==> config.mk <==
export PLATFORM = sky130hd
export DESIGN_NAME = controller
export DESIGN_NICKNAME = d
export VERILOG_FILES = /design/src/design/ctrlPkg.sv /design/src/design/rvIsaPkg.sv /design/src/design/aluOpDecoder.sv /design/src/design/branchResolver.sv /design/src/design/controller.sv /design/src/design/instrClassDecoder.sv /design/src/design/memAccessDecoder.sv
export SDC_FILE = /design/constraint.sdc
export NUM_CORES = 1
export LEC_CHECK = 0
export BUFFER_PORTS_ARGS = -buffer_cell sky130_fd_sc_hd__buf_2
export CAP_MARGIN = 20
export CORE_MARGIN = 8
export CORE_UTILIZATION = 36
export DETAILED_ROUTE_END_ITERATION = 10
export PLACE_DENSITY_LB_ADDON = 0.3
export SLEW_MARGIN = 10
export SYNTH_ARGS = -nofsm -noshare
export SYNTH_HDL_FRONTEND = slang
export SYNTH_HIERARCHICAL = 1
export SYNTH_SLANG_ARGS = --single-unit
==> constraint.sdc <==
create_clock -name vclk -period 2.5
set_input_delay 0.25 -clock vclk [all_inputs]
set_output_delay 0.25 -clock vclk [all_outputs]
set_load 0.02 [all_outputs]
==> src/design/ctrlPkg.sv <==
`default_nettype none

package ctrlPkg;

    localparam int ALU_OP_W = 4;
    localparam int WB_SEL_W = 2;
    localparam int CLASS_W  = 4;

    typedef logic [ALU_OP_W-1:0] aluOpT;
    typedef logic [WB_SEL_W-1:0] wbSelT;
    typedef logic [CLASS_W-1:0]  instrClassT;

    localparam aluOpT ALU_ADD  = 4'd0;
    localparam aluOpT ALU_SUB  = 4'd1;
    localparam aluOpT ALU_OR   = 4'd2;
    localparam aluOpT ALU_AND  = 4'd3;
    localparam aluOpT ALU_XOR  = 4'd4;
    localparam aluOpT ALU_SLL  = 4'd5;
    localparam aluOpT ALU_SRL  = 4'd6;
    localparam aluOpT ALU_SRA  = 4'd7;
    localparam aluOpT ALU_SLT  = 4'd8;
    localparam aluOpT ALU_SLTU = 4'd9;
    localparam aluOpT ALU_LUI  = 4'd10;   // pass immediate through

    localparam wbSelT WB_ALU = 2'd0;
    localparam wbSelT WB_MEM = 2'd1;
    localparam wbSelT WB_PC  = 2'd2;   // link address

    localparam instrClassT CLS_ILLEGAL = 4'd0;
    localparam instrClassT CLS_REG     = 4'd1;
    localparam instrClassT CLS_IMM     = 4'd2;
    localparam instrClassT CLS_LOAD    = 4'd3;
    localparam instrClassT CLS_STORE   = 4'd4;
    localparam instrClassT CLS_BRANCH  = 4'd5;
    localparam instrClassT CLS_JAL     = 4'd6;
    localparam instrClassT CLS_JALR    = 4'd7;
    localparam instrClassT CLS_LUI     = 4'd8;

endpackage

`default_nettype wire

==> src/design/rvIsaPkg.sv <==
`default_nettype none

package rvIsaPkg;

    localparam int INSTR_W  = 32;
    localparam int OPCODE_W = 7;
    localparam int FUNCT3_W = 3;
    localparam int FUNCT7_W = 7;

    // field positions inside the instruction word
    localparam int FUNCT3_LSB = 12;
    localparam int FUNCT7_LSB = 25;
    localparam int ALT_BIT    = 30;   // sub/sra select

    typedef logic [INSTR_W-1:0]  instrT;
    typedef logic [OPCODE_W-1:0] opcodeT;
    typedef logic [FUNCT3_W-1:0] funct3T;
    typedef logic [FUNCT7_W-1:0] funct7T;

    localparam opcodeT OP_REG    = 7'b0110011;
    localparam opcodeT OP_IMM    = 7'b0010011;
    localparam opcodeT OP_LOAD   = 7'b0000011;
    localparam opcodeT OP_STORE  = 7'b0100011;
    localparam opcodeT OP_BRANCH = 7'b1100011;
    localparam opcodeT OP_JAL    = 7'b1101111;
    localparam opcodeT OP_JALR   = 7'b1100111;
    localparam opcodeT OP_LUI    = 7'b0110111;

    // alu group
    localparam funct3T F3_ADD  = 3'b000;
    localparam funct3T F3_SLL  = 3'b001;
    localparam funct3T F3_SLT  = 3'b010;
    localparam funct3T F3_SLTU = 3'b011;
    localparam funct3T F3_XOR  = 3'b100;
    localparam funct3T F3_SR   = 3'b101;   // srl or sra
    localparam funct3T F3_OR   = 3'b110;
    localparam funct3T F3_AND  = 3'b111;

    // load and store widths
    localparam funct3T F3_B  = 3'b000;
    localparam funct3T F3_H  = 3'b001;
    localparam funct3T F3_W  = 3'b010;
    localparam funct3T F3_BU = 3'b100;
    localparam funct3T F3_HU = 3'b101;

    // branch conditions
    localparam funct3T F3_BEQ  = 3'b000;
    localparam funct3T F3_BNE  = 3'b001;
    localparam funct3T F3_BLT  = 3'b100;
    localparam funct3T F3_BGE  = 3'b101;
    localparam funct3T F3_BLTU = 3'b110;
    localparam funct3T F3_BGEU = 3'b111;

    localparam funct7T F7_BASE = 7'b0000000;
    localparam funct7T F7_ALT  = 7'b0100000;

endpackage

`default_nettype wire

==> src/design/aluOpDecoder.sv <==
`timescale 1ns/1ps
`default_nettype none

module aluOpDecoder
    import rvIsaPkg::*;
    import ctrlPkg::*;
(
    input  instrClassT instrClass,
    input  funct3T     funct3,
    input  logic       funct7Alt,
    output aluOpT      aluOp,
    output logic       aluSrc,
    output logic       aSel
);

    logic isReg;

    assign isReg = (instrClass == CLS_REG);

    always_comb begin
        aluOp  = ALU_ADD;
        aluSrc = 1'b0;
        aSel   = 1'b0;
        case (instrClass)
            CLS_REG, CLS_IMM: begin
                aluSrc = !isReg;   // immediate as operand b
                case (funct3)
                    F3_ADD:  aluOp = (isReg && funct7Alt) ? ALU_SUB : ALU_ADD;
                    F3_SLL:  aluOp = ALU_SLL;
                    F3_SLT:  aluOp = ALU_SLT;
                    F3_SLTU: aluOp = ALU_SLTU;
                    F3_XOR:  aluOp = ALU_XOR;
                    F3_SR:   aluOp = funct7Alt ? ALU_SRA : ALU_SRL;
                    F3_OR:   aluOp = ALU_OR;
                    F3_AND:  aluOp = ALU_AND;
                    default: aluOp = ALU_ADD;
                endcase
            end
            CLS_LUI: begin
                aluOp  = ALU_LUI;
                aluSrc = 1'b1;
            end
            CLS_LOAD, CLS_STORE, CLS_JALR: begin
                aluSrc = 1'b1;   // address or target = rs1 + imm
            end
            CLS_BRANCH, CLS_JAL: begin
                aluSrc = 1'b1;
                aSel   = 1'b1;   // target = pc + imm
            end
            default: begin
                aluOp  = ALU_ADD;
                aluSrc = 1'b0;
                aSel   = 1'b0;
            end
        endcase
    end

endmodule

`default_nettype wire

==> src/design/branchResolver.sv <==
`timescale 1ns/1ps
`default_nettype none

module branchResolver
    import rvIsaPkg::*;
    import ctrlPkg::*;
(
    input  instrClassT instrClass,
    input  funct3T     funct3,
    input  logic       brEq,
    input  logic       brLt,
    output logic       pcSel,
    output logic       branchUnsigned
);

    always_comb begin
        pcSel          = 1'b0;
        branchUnsigned = 1'b0;
        case (instrClass)
            CLS_BRANCH: begin
                // comparator sees this in the same cycle
                branchUnsigned = (funct3 == F3_BLTU) || (funct3 == F3_BGEU);
                case (funct3)
                    F3_BEQ:          pcSel = brEq;
                    F3_BNE:          pcSel = !brEq;
                    F3_BLT, F3_BLTU: pcSel = brLt;
                    F3_BGE, F3_BGEU: pcSel = !brLt;
                    default:         pcSel = 1'b0;
                endcase
            end
            CLS_JAL, CLS_JALR: begin
                pcSel = 1'b1;   // unconditional
            end
            default: begin
                pcSel          = 1'b0;
                branchUnsigned = 1'b0;
            end
        endcase
    end

endmodule

`default_nettype wire

==> src/design/controller.sv <==
`timescale 1ns/1ps
`default_nettype none

module controller
    import rvIsaPkg::*;
    import ctrlPkg::*;
(
    input  instrT  instr,
    input  logic   brEq,
    input  logic   brLt,
    output logic   pcSel,
    output logic   branchUnsigned,
    output logic   aSel,
    output logic   aluSrc,
    output aluOpT  aluOp,
    output logic   regWrite,
    output wbSelT  wbSel,
    output logic   memRead,
    output logic   memWrite,
    output logic   stByte,
    output logic   stHalf,
    output logic   ldByte,
    output logic   ldHalf,
    output logic   loadUnsigned
);

    opcodeT     opcode;
    funct3T     funct3;
    funct7T     funct7;
    logic       funct7Alt;
    instrClassT instrClass;

    assign opcode    = instr[OPCODE_W-1:0];
    assign funct3    = instr[FUNCT3_LSB +: FUNCT3_W];
    assign funct7    = instr[FUNCT7_LSB +: FUNCT7_W];
    assign funct7Alt = instr[ALT_BIT];

    instrClassDecoder classDecoder_i (
        .opcode     (opcode),
        .funct3     (funct3),
        .funct7     (funct7),
        .instrClass (instrClass),
        .regWrite   (regWrite),
        .wbSel      (wbSel)
    );

    aluOpDecoder aluDecoder_i (
        .instrClass (instrClass),
        .funct3     (funct3),
        .funct7Alt  (funct7Alt),
        .aluOp      (aluOp),
        .aluSrc     (aluSrc),
        .aSel       (aSel)
    );

    memAccessDecoder memDecoder_i (
        .instrClass   (instrClass),
        .funct3       (funct3),
        .memRead      (memRead),
        .memWrite     (memWrite),
        .stByte       (stByte),
        .stHalf       (stHalf),
        .ldByte       (ldByte),
        .ldHalf       (ldHalf),
        .loadUnsigned (loadUnsigned)
    );

    branchResolver branch_i (
        .instrClass     (instrClass),
        .funct3         (funct3),
        .brEq           (brEq),
        .brLt           (brLt),
        .pcSel          (pcSel),
        .branchUnsigned (branchUnsigned)
    );

endmodule

`default_nettype wire

==> src/design/instrClassDecoder.sv <==
`timescale 1ns/1ps
`default_nettype none

module instrClassDecoder
    import rvIsaPkg::*;
    import ctrlPkg::*;
(
    input  opcodeT     opcode,
    input  funct3T     funct3,
    input  funct7T     funct7,
    output instrClassT instrClass,
    output logic       regWrite,
    output wbSelT      wbSel
);

    logic funct7Ok;   // base or alt encoding only
    logic shiftOrAdd;

    assign funct7Ok   = (funct7 == F7_BASE) || (funct7 == F7_ALT);
    assign shiftOrAdd = (funct3 == F3_ADD) || (funct3 == F3_SR);

    always_comb begin
        instrClass = CLS_ILLEGAL;
        case (opcode)
            OP_REG: begin
                if (!shiftOrAdd || funct7Ok) begin
                    instrClass = CLS_REG;
                end
            end
            OP_IMM: begin
                if (funct3 != F3_SR || funct7Ok) begin   // shamt upper bits checked
                    instrClass = CLS_IMM;
                end
            end
            OP_LOAD: begin
                case (funct3)
                    F3_B, F3_H, F3_W, F3_BU, F3_HU: instrClass = CLS_LOAD;
                    default: instrClass = CLS_ILLEGAL;
                endcase
            end
            OP_STORE: begin
                case (funct3)
                    F3_B, F3_H, F3_W: instrClass = CLS_STORE;
                    default: instrClass = CLS_ILLEGAL;
                endcase
            end
            OP_BRANCH: begin
                case (funct3)
                    F3_BEQ, F3_BNE, F3_BLT, F3_BGE, F3_BLTU, F3_BGEU: begin
                        instrClass = CLS_BRANCH;
                    end
                    default: instrClass = CLS_ILLEGAL;
                endcase
            end
            OP_JALR: begin
                if (funct3 == 3'b000) begin
                    instrClass = CLS_JALR;
                end
            end
            OP_JAL: instrClass = CLS_JAL;
            OP_LUI: instrClass = CLS_LUI;
            default: instrClass = CLS_ILLEGAL;   // auipc, fence, system
        endcase
    end

    always_comb begin
        regWrite = 1'b0;
        wbSel    = WB_ALU;
        case (instrClass)
            CLS_REG, CLS_IMM, CLS_LUI: begin
                regWrite = 1'b1;
            end
            CLS_LOAD: begin
                regWrite = 1'b1;
                wbSel    = WB_MEM;
            end
            CLS_JAL, CLS_JALR: begin
                regWrite = 1'b1;
                wbSel    = WB_PC;
            end
            default: begin
                regWrite = 1'b0;   // stores, branches, illegal
                wbSel    = WB_ALU;
            end
        endcase
    end

endmodule

`default_nettype wire

==> src/design/memAccessDecoder.sv <==
`timescale 1ns/1ps
`default_nettype none

module memAccessDecoder
    import rvIsaPkg::*;
    import ctrlPkg::*;
(
    input  instrClassT instrClass,
    input  funct3T     funct3,
    output logic       memRead,
    output logic       memWrite,
    output logic       stByte,
    output logic       stHalf,
    output logic       ldByte,
    output logic       ldHalf,
    output logic       loadUnsigned
);

    always_comb begin
        memRead      = 1'b0;
        memWrite     = 1'b0;
        stByte       = 1'b0;
        stHalf       = 1'b0;
        ldByte       = 1'b0;
        ldHalf       = 1'b0;
        loadUnsigned = 1'b0;
        case (instrClass)
            CLS_LOAD: begin
                memRead      = 1'b1;
                ldByte       = (funct3 == F3_B) || (funct3 == F3_BU);
                ldHalf       = (funct3 == F3_H) || (funct3 == F3_HU);
                loadUnsigned = (funct3 == F3_BU) || (funct3 == F3_HU);   // zero extend
            end
            CLS_STORE: begin
                memWrite = 1'b1;
                stByte   = (funct3 == F3_B);
                stHalf   = (funct3 == F3_H);   // word when neither set
            end
            default: begin
                memRead  = 1'b0;
                memWrite = 1'b0;
            end
        endcase
    end

endmodule

`default_nettype wire

# After elaboration in Yosys (flattened, before gate mapping)
# Index checks and enable logic that the tools add are counted.
word_totals:
  ff_bits: 0
  elab_cells: 75
  output_inout_bits: 18
  input_bits: 34
classes:
  eq_ne: 25
  muxes: 25
  n_reduce_logical: 25
op_table:
  columns: ["cell", "n"]
  rows:
  - ["4-bit case mux with 8 select lines", 2]
  - ["7-bit by 6-bit equality test with 1-bit output, second input constant", 4]
  - ["7-bit equality test, second input constant", 3]
  - ["6-bit OR reduction", 3]
  - ["4-bit by 3-bit equality test with 1-bit output, second input constant", 4]
  - ["1-bit 2-to-1 mux", 13]
  - ["3-bit equality test, second input constant", 4]
  - ["2-bit OR reduction", 5]
  - ["3-bit 2-to-1 mux", 3]
  - ["4-bit by 2-bit equality test with 1-bit output, second input constant", 2]
  - ["1-bit logical OR", 8]
  - ["4-bit case mux with 2 select lines", 1]
  - ["7-bit by 2-bit equality test with 1-bit output, second input constant", 1]
  - ["7-bit by 5-bit equality test with 1-bit output, second input constant", 1]
  - ["7-bit zero test", 1]
  - ["3-bit by 2-bit equality test with 1-bit output, second input constant", 2]
  - ["5-bit OR reduction", 1]
  - ["4-bit by 1-bit equality test with 1-bit output, second input constant", 1]
  - ["4-bit equality test, second input constant", 1]
  - ["1-bit zero test", 4]
  - ["2-bit 2-to-1 mux", 2]
  - ["1-bit case mux with 2 select lines", 2]
  - ["1-bit case mux with 4 select lines", 1]
  - ["2-bit case mux with 2 select lines", 1]
  - ["other kinds (5)", 5]

# Longest topological paths before layout
depth:
  depth_word: 11
  depth_mapped: 7
  depth_no_buf: 7

# Hierarchy
# Netlist, hierarchy kept.
by_module_without_submodules:
  columns: ["module", "seq_area_each_um2", "area_per_inst_um2", "cells_per_inst", "instances"]
  rows:
  - ["instrClassDecoder", 0.0, 217.7, 32, 1]
  - ["aluOpDecoder", 0.0, 112.6, 18, 1]
  - ["memAccessDecoder", 0.0, 77.6, 9, 1]
  - ["branchResolver", 0.0, 62.6, 10, 1]

# Worst setup path after synthesis
# OpenSTA, ideal clock, no wires.
synth_path:
  path_type: "input -> output"
  start: "input port instr[26]"
  end: "output port aluOp[3]"
  t_required_ns: 2.250
  cell_stages: 6
  t_arrival_ns: 2.446
  slack_ns: -0.196
  path_cell_list: "nor4_1 a21oi_1 o31ai_1 xor2_1 nand2b_1 o41ai_1"
synth_via:
  elab_chain_cells: 8
  elab_cells_between_ends: 13
  cone_classes: "eq/ne (4); mux (4); reduce/logical (5)"
synth_lines:
  columns: ["element", "line_no", "rtl"]
  rows:
  - ["start: declaration", "controller.sv:8", "input instrT instr,"]
  - ["7-bit by 6-bit equality test with 1-bit output / 7-bit zero test (equally long branches)", "instrClassDecoder.sv:19", "assign funct7Ok = (funct7 == F7_BASE) || (funct7 == F7_ALT);"]
  - ["1-bit logical OR (*)", "instrClassDecoder.sv:19", null]
  - ["1-bit logical OR (*)", "instrClassDecoder.sv:31", "if (funct3 != F3_SR || funct7Ok) begin"]
  - ["2-bit 2-to-1 mux (*)", "instrClassDecoder.sv:31", null]
  - ["4-bit case mux with 8 select lines (*)", "instrClassDecoder.sv:24", "case (opcode)"]
  - ["via instrClass[1]", "controller.sv:31", "instrClassT instrClass;"]
  - ["4-bit by 2-bit equality test with 1-bit output / 4-bit by 1-bit equality test with 1-bit output (equally long branches)", "aluOpDecoder.sv:24", "case (instrClass)"]
  - ["2-bit OR reduction", "aluOpDecoder.sv:24", null]
  - ["4-bit case mux with 2 select lines (*)", "aluOpDecoder.sv:24", null]
  - ["end: declaration", "controller.sv:15", "output aluOpT aluOp,"]
# Mark *: on every way through the listed nets, which the timed path passes. The rest lies on a longest branch.

# Worst setup path after layout
layout_path:
  start: "input port instr[2]"
  end: "output port aluOp[1]"
layout_via:
  elab_chain_cells: 5
  elab_cells_between_ends: 14
  cone_classes: "eq/ne (11); mux (2); reduce/logical (1)"
layout_lines:
  columns: ["element", "line_no"]
  rows:
  - ["7-bit by 6-bit equality test with 1-bit output (tied with other cells)", "instrClassDecoder.sv:24"]
  - ["4-bit case mux with 8 select lines (*)", "instrClassDecoder.sv:24"]
  - ["via instrClass[0]", "controller.sv:31"]
  - ["4-bit by 2-bit equality test with 1-bit output / 4-bit by 1-bit equality test with 1-bit output (equally long branches)", "aluOpDecoder.sv:24"]
  - ["2-bit OR reduction", "aluOpDecoder.sv:24"]
  - ["4-bit case mux with 2 select lines (*)", "aluOpDecoder.sv:24"]
# Marks and branches as above.

==> results.sh <==
export IMPL_status="finished clean"
export IMPL_maxCapViolations=0
export IMPL_postSynthAreaPerCell_um2=6.82
export IMPL_detail_route_drc_violations=0
export IMPL_critPathRequiredTime_ps=2250
export IMPL_synthCells=69
export IMPL_register_area_um2=0
export IMPL_post_layout_nonfiller_instances=127
export IMPL_worst_endpoint_arrival_ps=2110
export IMPL_rows=13
export IMPL_yosysTopAreaCell="sky130_fd_sc_hd__nand4b_1"
export IMPL_timing_final_hold_violations=0
export IMPL_via_per_inst=5.65
export IMPL_hold_path_startpoint="instr[30]"
export IMPL_detailedRoute_firstIterationViolations=18
export IMPL_port_buffers=37
export IMPL_die_area_um2=2720
export IMPL_leakage_dissipation_nw=0.401
export IMPL_cts_resized=0
export IMPL_largest_fanout_on_the_critical_path=5
export IMPL_gr_total_overflow=0
export IMPL_irDropWorstVdd_v=0.0000517
export IMPL_ys_types=31
export IMPL_criticalPathCategory="in -> out"
export IMPL_power_share_clock_pct=0
export IMPL_utilization_pct=60.2
export IMPL_gp_congestion=0.873
export IMPL_cts_hold_fix_bufs=0
export IMPL_nets_finish=148
export IMPL_p_int_w=0.0000295
export IMPL_gr_usage_all_layers_pct=11.5
export IMPL_synthesis_area_um2=470
export IMPL_hp_class="in -> out"
export IMPL_vias=718
export IMPL_grt_max_degree=20
export IMPL_critPathLaunchType="input port"
export IMPL_dieHeight_um=52.2
export IMPL_final_clkbuf_count=0
export IMPL_timing_max_transition_violations_final=0
export IMPL_start_util_pct=37.6
export IMPL_ios=52
export IMPL_final_layout_size_suffix_gt1_share_pct=45.5
export IMPL_dp_final_hpwl_mm=1.33
export IMPL_timing_final_crit_share_pct=94.6
export IMPL_synthesized_net_count=103
export IMPL_synthesis_warnings=6
export IMPL_core_area_um2=1250
export IMPL_drt_total_wl_mm=1.73
export IMPL_seq_area_frac_synth_pct=0
export IMPL_first_pass_grt_wire_length_mm=2.70
export IMPL_yosys_top_cells_area="sky130_fd_sc_hd__nand4b_1 (7.4%), sky130_fd_sc_hd__nor2_1 (6.4%), sky130_fd_sc_hd__o31ai_1 (6.4%)"
export IMPL_seq_cell_count=0
export IMPL_crit_path_end_kind="output pin"
export IMPL_grt_pass1_vias=617
export IMPL_holdPathEnd="aluOp[0]"
export IMPL_place_detailed_instances=127
export IMPL_power_switching_w=0.0000403
export IMPL_die_x_um=52.2
export IMPL_drt_antenna_violating_nets=0
export IMPL_most_frequently_used_cell_type_in_the_post_synthesis_netlist="sky130_fd_sc_hd__nor2_1"
export IMPL_hold_path_depth=4
export IMPL_ys_top_cells_by_count="sky130_fd_sc_hd__nor2_1 (8), sky130_fd_sc_hd__inv_1 (6), sky130_fd_sc_hd__nand2_1 (6)"
export IMPL_routedWlPerCell_um=13.6
export IMPL_grt_setup_unrepaired="false"
export IMPL_holdWs_ps=868
export IMPL_setup_total_negative_slack_ps=0
export IMPL_clock_fmax_mhz=423
export IMPL_diodes=0
export IMPL_area_growth_syn_to_layout_pct=60.4
export IMPL_initial_antenna_violation_count=0
export IMPL_worst_slew_pin_transition_ps=434
export IMPL_maxSlewHeadroom_pct=70.9
export IMPL_period_minus_slack_ps=2360
export IMPL_power_sequential_fraction_pct=0
export IMPL_setup_viol=0
export IMPL_report_power_total_w=0.0000698
export IMPL_power_density_nw_per_um2=92.5
export IMPL_synth_top_area_share_pct=7.45
export IMPL_cts_post_setup_buffers_inserted=0
export IMPL_netSwitchingFraction_pct=57.7
export IMPL_power_frac_comb_pct=100.0
export IMPL_first_pass_iters=4
critical path, cell delays in order:
cell                       delay [ps]
sky130_fd_sc_hd__buf_2            120
sky130_fd_sc_hd__and4bb_1         270
sky130_fd_sc_hd__or3b_1           400
sky130_fd_sc_hd__o221ai_4         290
sky130_fd_sc_hd__xor2_1           180
sky130_fd_sc_hd__nand2b_1         170
sky130_fd_sc_hd__o31ai_2          240
sky130_fd_sc_hd__buf_2            200
final cells by class:
class,instances,area [µm²]
Multi-Input combinational cell,63,483
Inverter,6,22.5
Tap cell,15,18.8
Timing Repair Buffer,43,230
Fill cell,128,498
cell families after synthesis:
kind of cell	Yosys count	synth area share (%)
buf+inv	6	4.79
compound gates	18	28.7
simple gates	42	60.4
xor+xnor	2	3.72
mux	1	2.39
stage by stage:
step | instance area, µm² | setup slack [ps]
after global routing | 754 | 21.9
final | 754 | 136
after CTS | 738 | 90.6
after detailed placement | 738 | 92.6
after floorplan | 489 | 70.6
after global placement | 738 | 128
worst max-delay path by stage:
stage	slack, ps	endpoint	startpoint
after global routing	20	aluOp[1]	instr[14]
after CTS	90	aluOp[1]	instr[2]
final	140	aluOp[1]	instr[2]
after detailed placement	90	aluOp[1]	instr[2]
after floorplan	70	aluOp[1]	instr[2]
after global placement	130	aluOp[1]	instr[2]
cell usage in the layout (no fill, tap or decap), types with 2 or more instances in the layout:
| cell | count |
|---|---|
| sky130_fd_sc_hd__buf_2 | 37 |
| sky130_fd_sc_hd__buf_4 | 6 |
| sky130_fd_sc_hd__inv_1 | 6 |
| sky130_fd_sc_hd__xor2_1 | 2 |
| sky130_fd_sc_hd__nand2_1 | 6 |
| sky130_fd_sc_hd__nand3b_1 | 2 |
| sky130_fd_sc_hd__nand4b_1 | 4 |
| sky130_fd_sc_hd__a211oi_1 | 2 |
| sky130_fd_sc_hd__nor3_1 | 3 |
| sky130_fd_sc_hd__o31ai_1 | 2 |
| sky130_fd_sc_hd__o31ai_2 | 2 |
| sky130_fd_sc_hd__nand2b_1 | 3 |
| sky130_fd_sc_hd__nor2_1 | 8 |
| sky130_fd_sc_hd__nand3_1 | 2 |
| sky130_fd_sc_hd__nor3b_1 | 3 |
| sky130_fd_sc_hd__o21ai_0 | 5 |
power by group through the flow:
stage	Clock (W)	Sequential [W]	Combinational, W
after floorplan	0	0	0.0000292
after global placement	0	0	0.0000653
after detailed placement	0	0	0.0000672
after CTS	0	0	0.0000675
after global routing	0	0	0.0000769
final	0	0	0.0000698
per-layer routing:
layer	track usage (%)	wire length [µm]	up-vias
met5	0	0	-
met4	0	0	0
met3	0.570	107	0
met2	22.2	944	23
met1	14.2	675	335
li1	-	-	360
(Power assumes the default switching activity.)
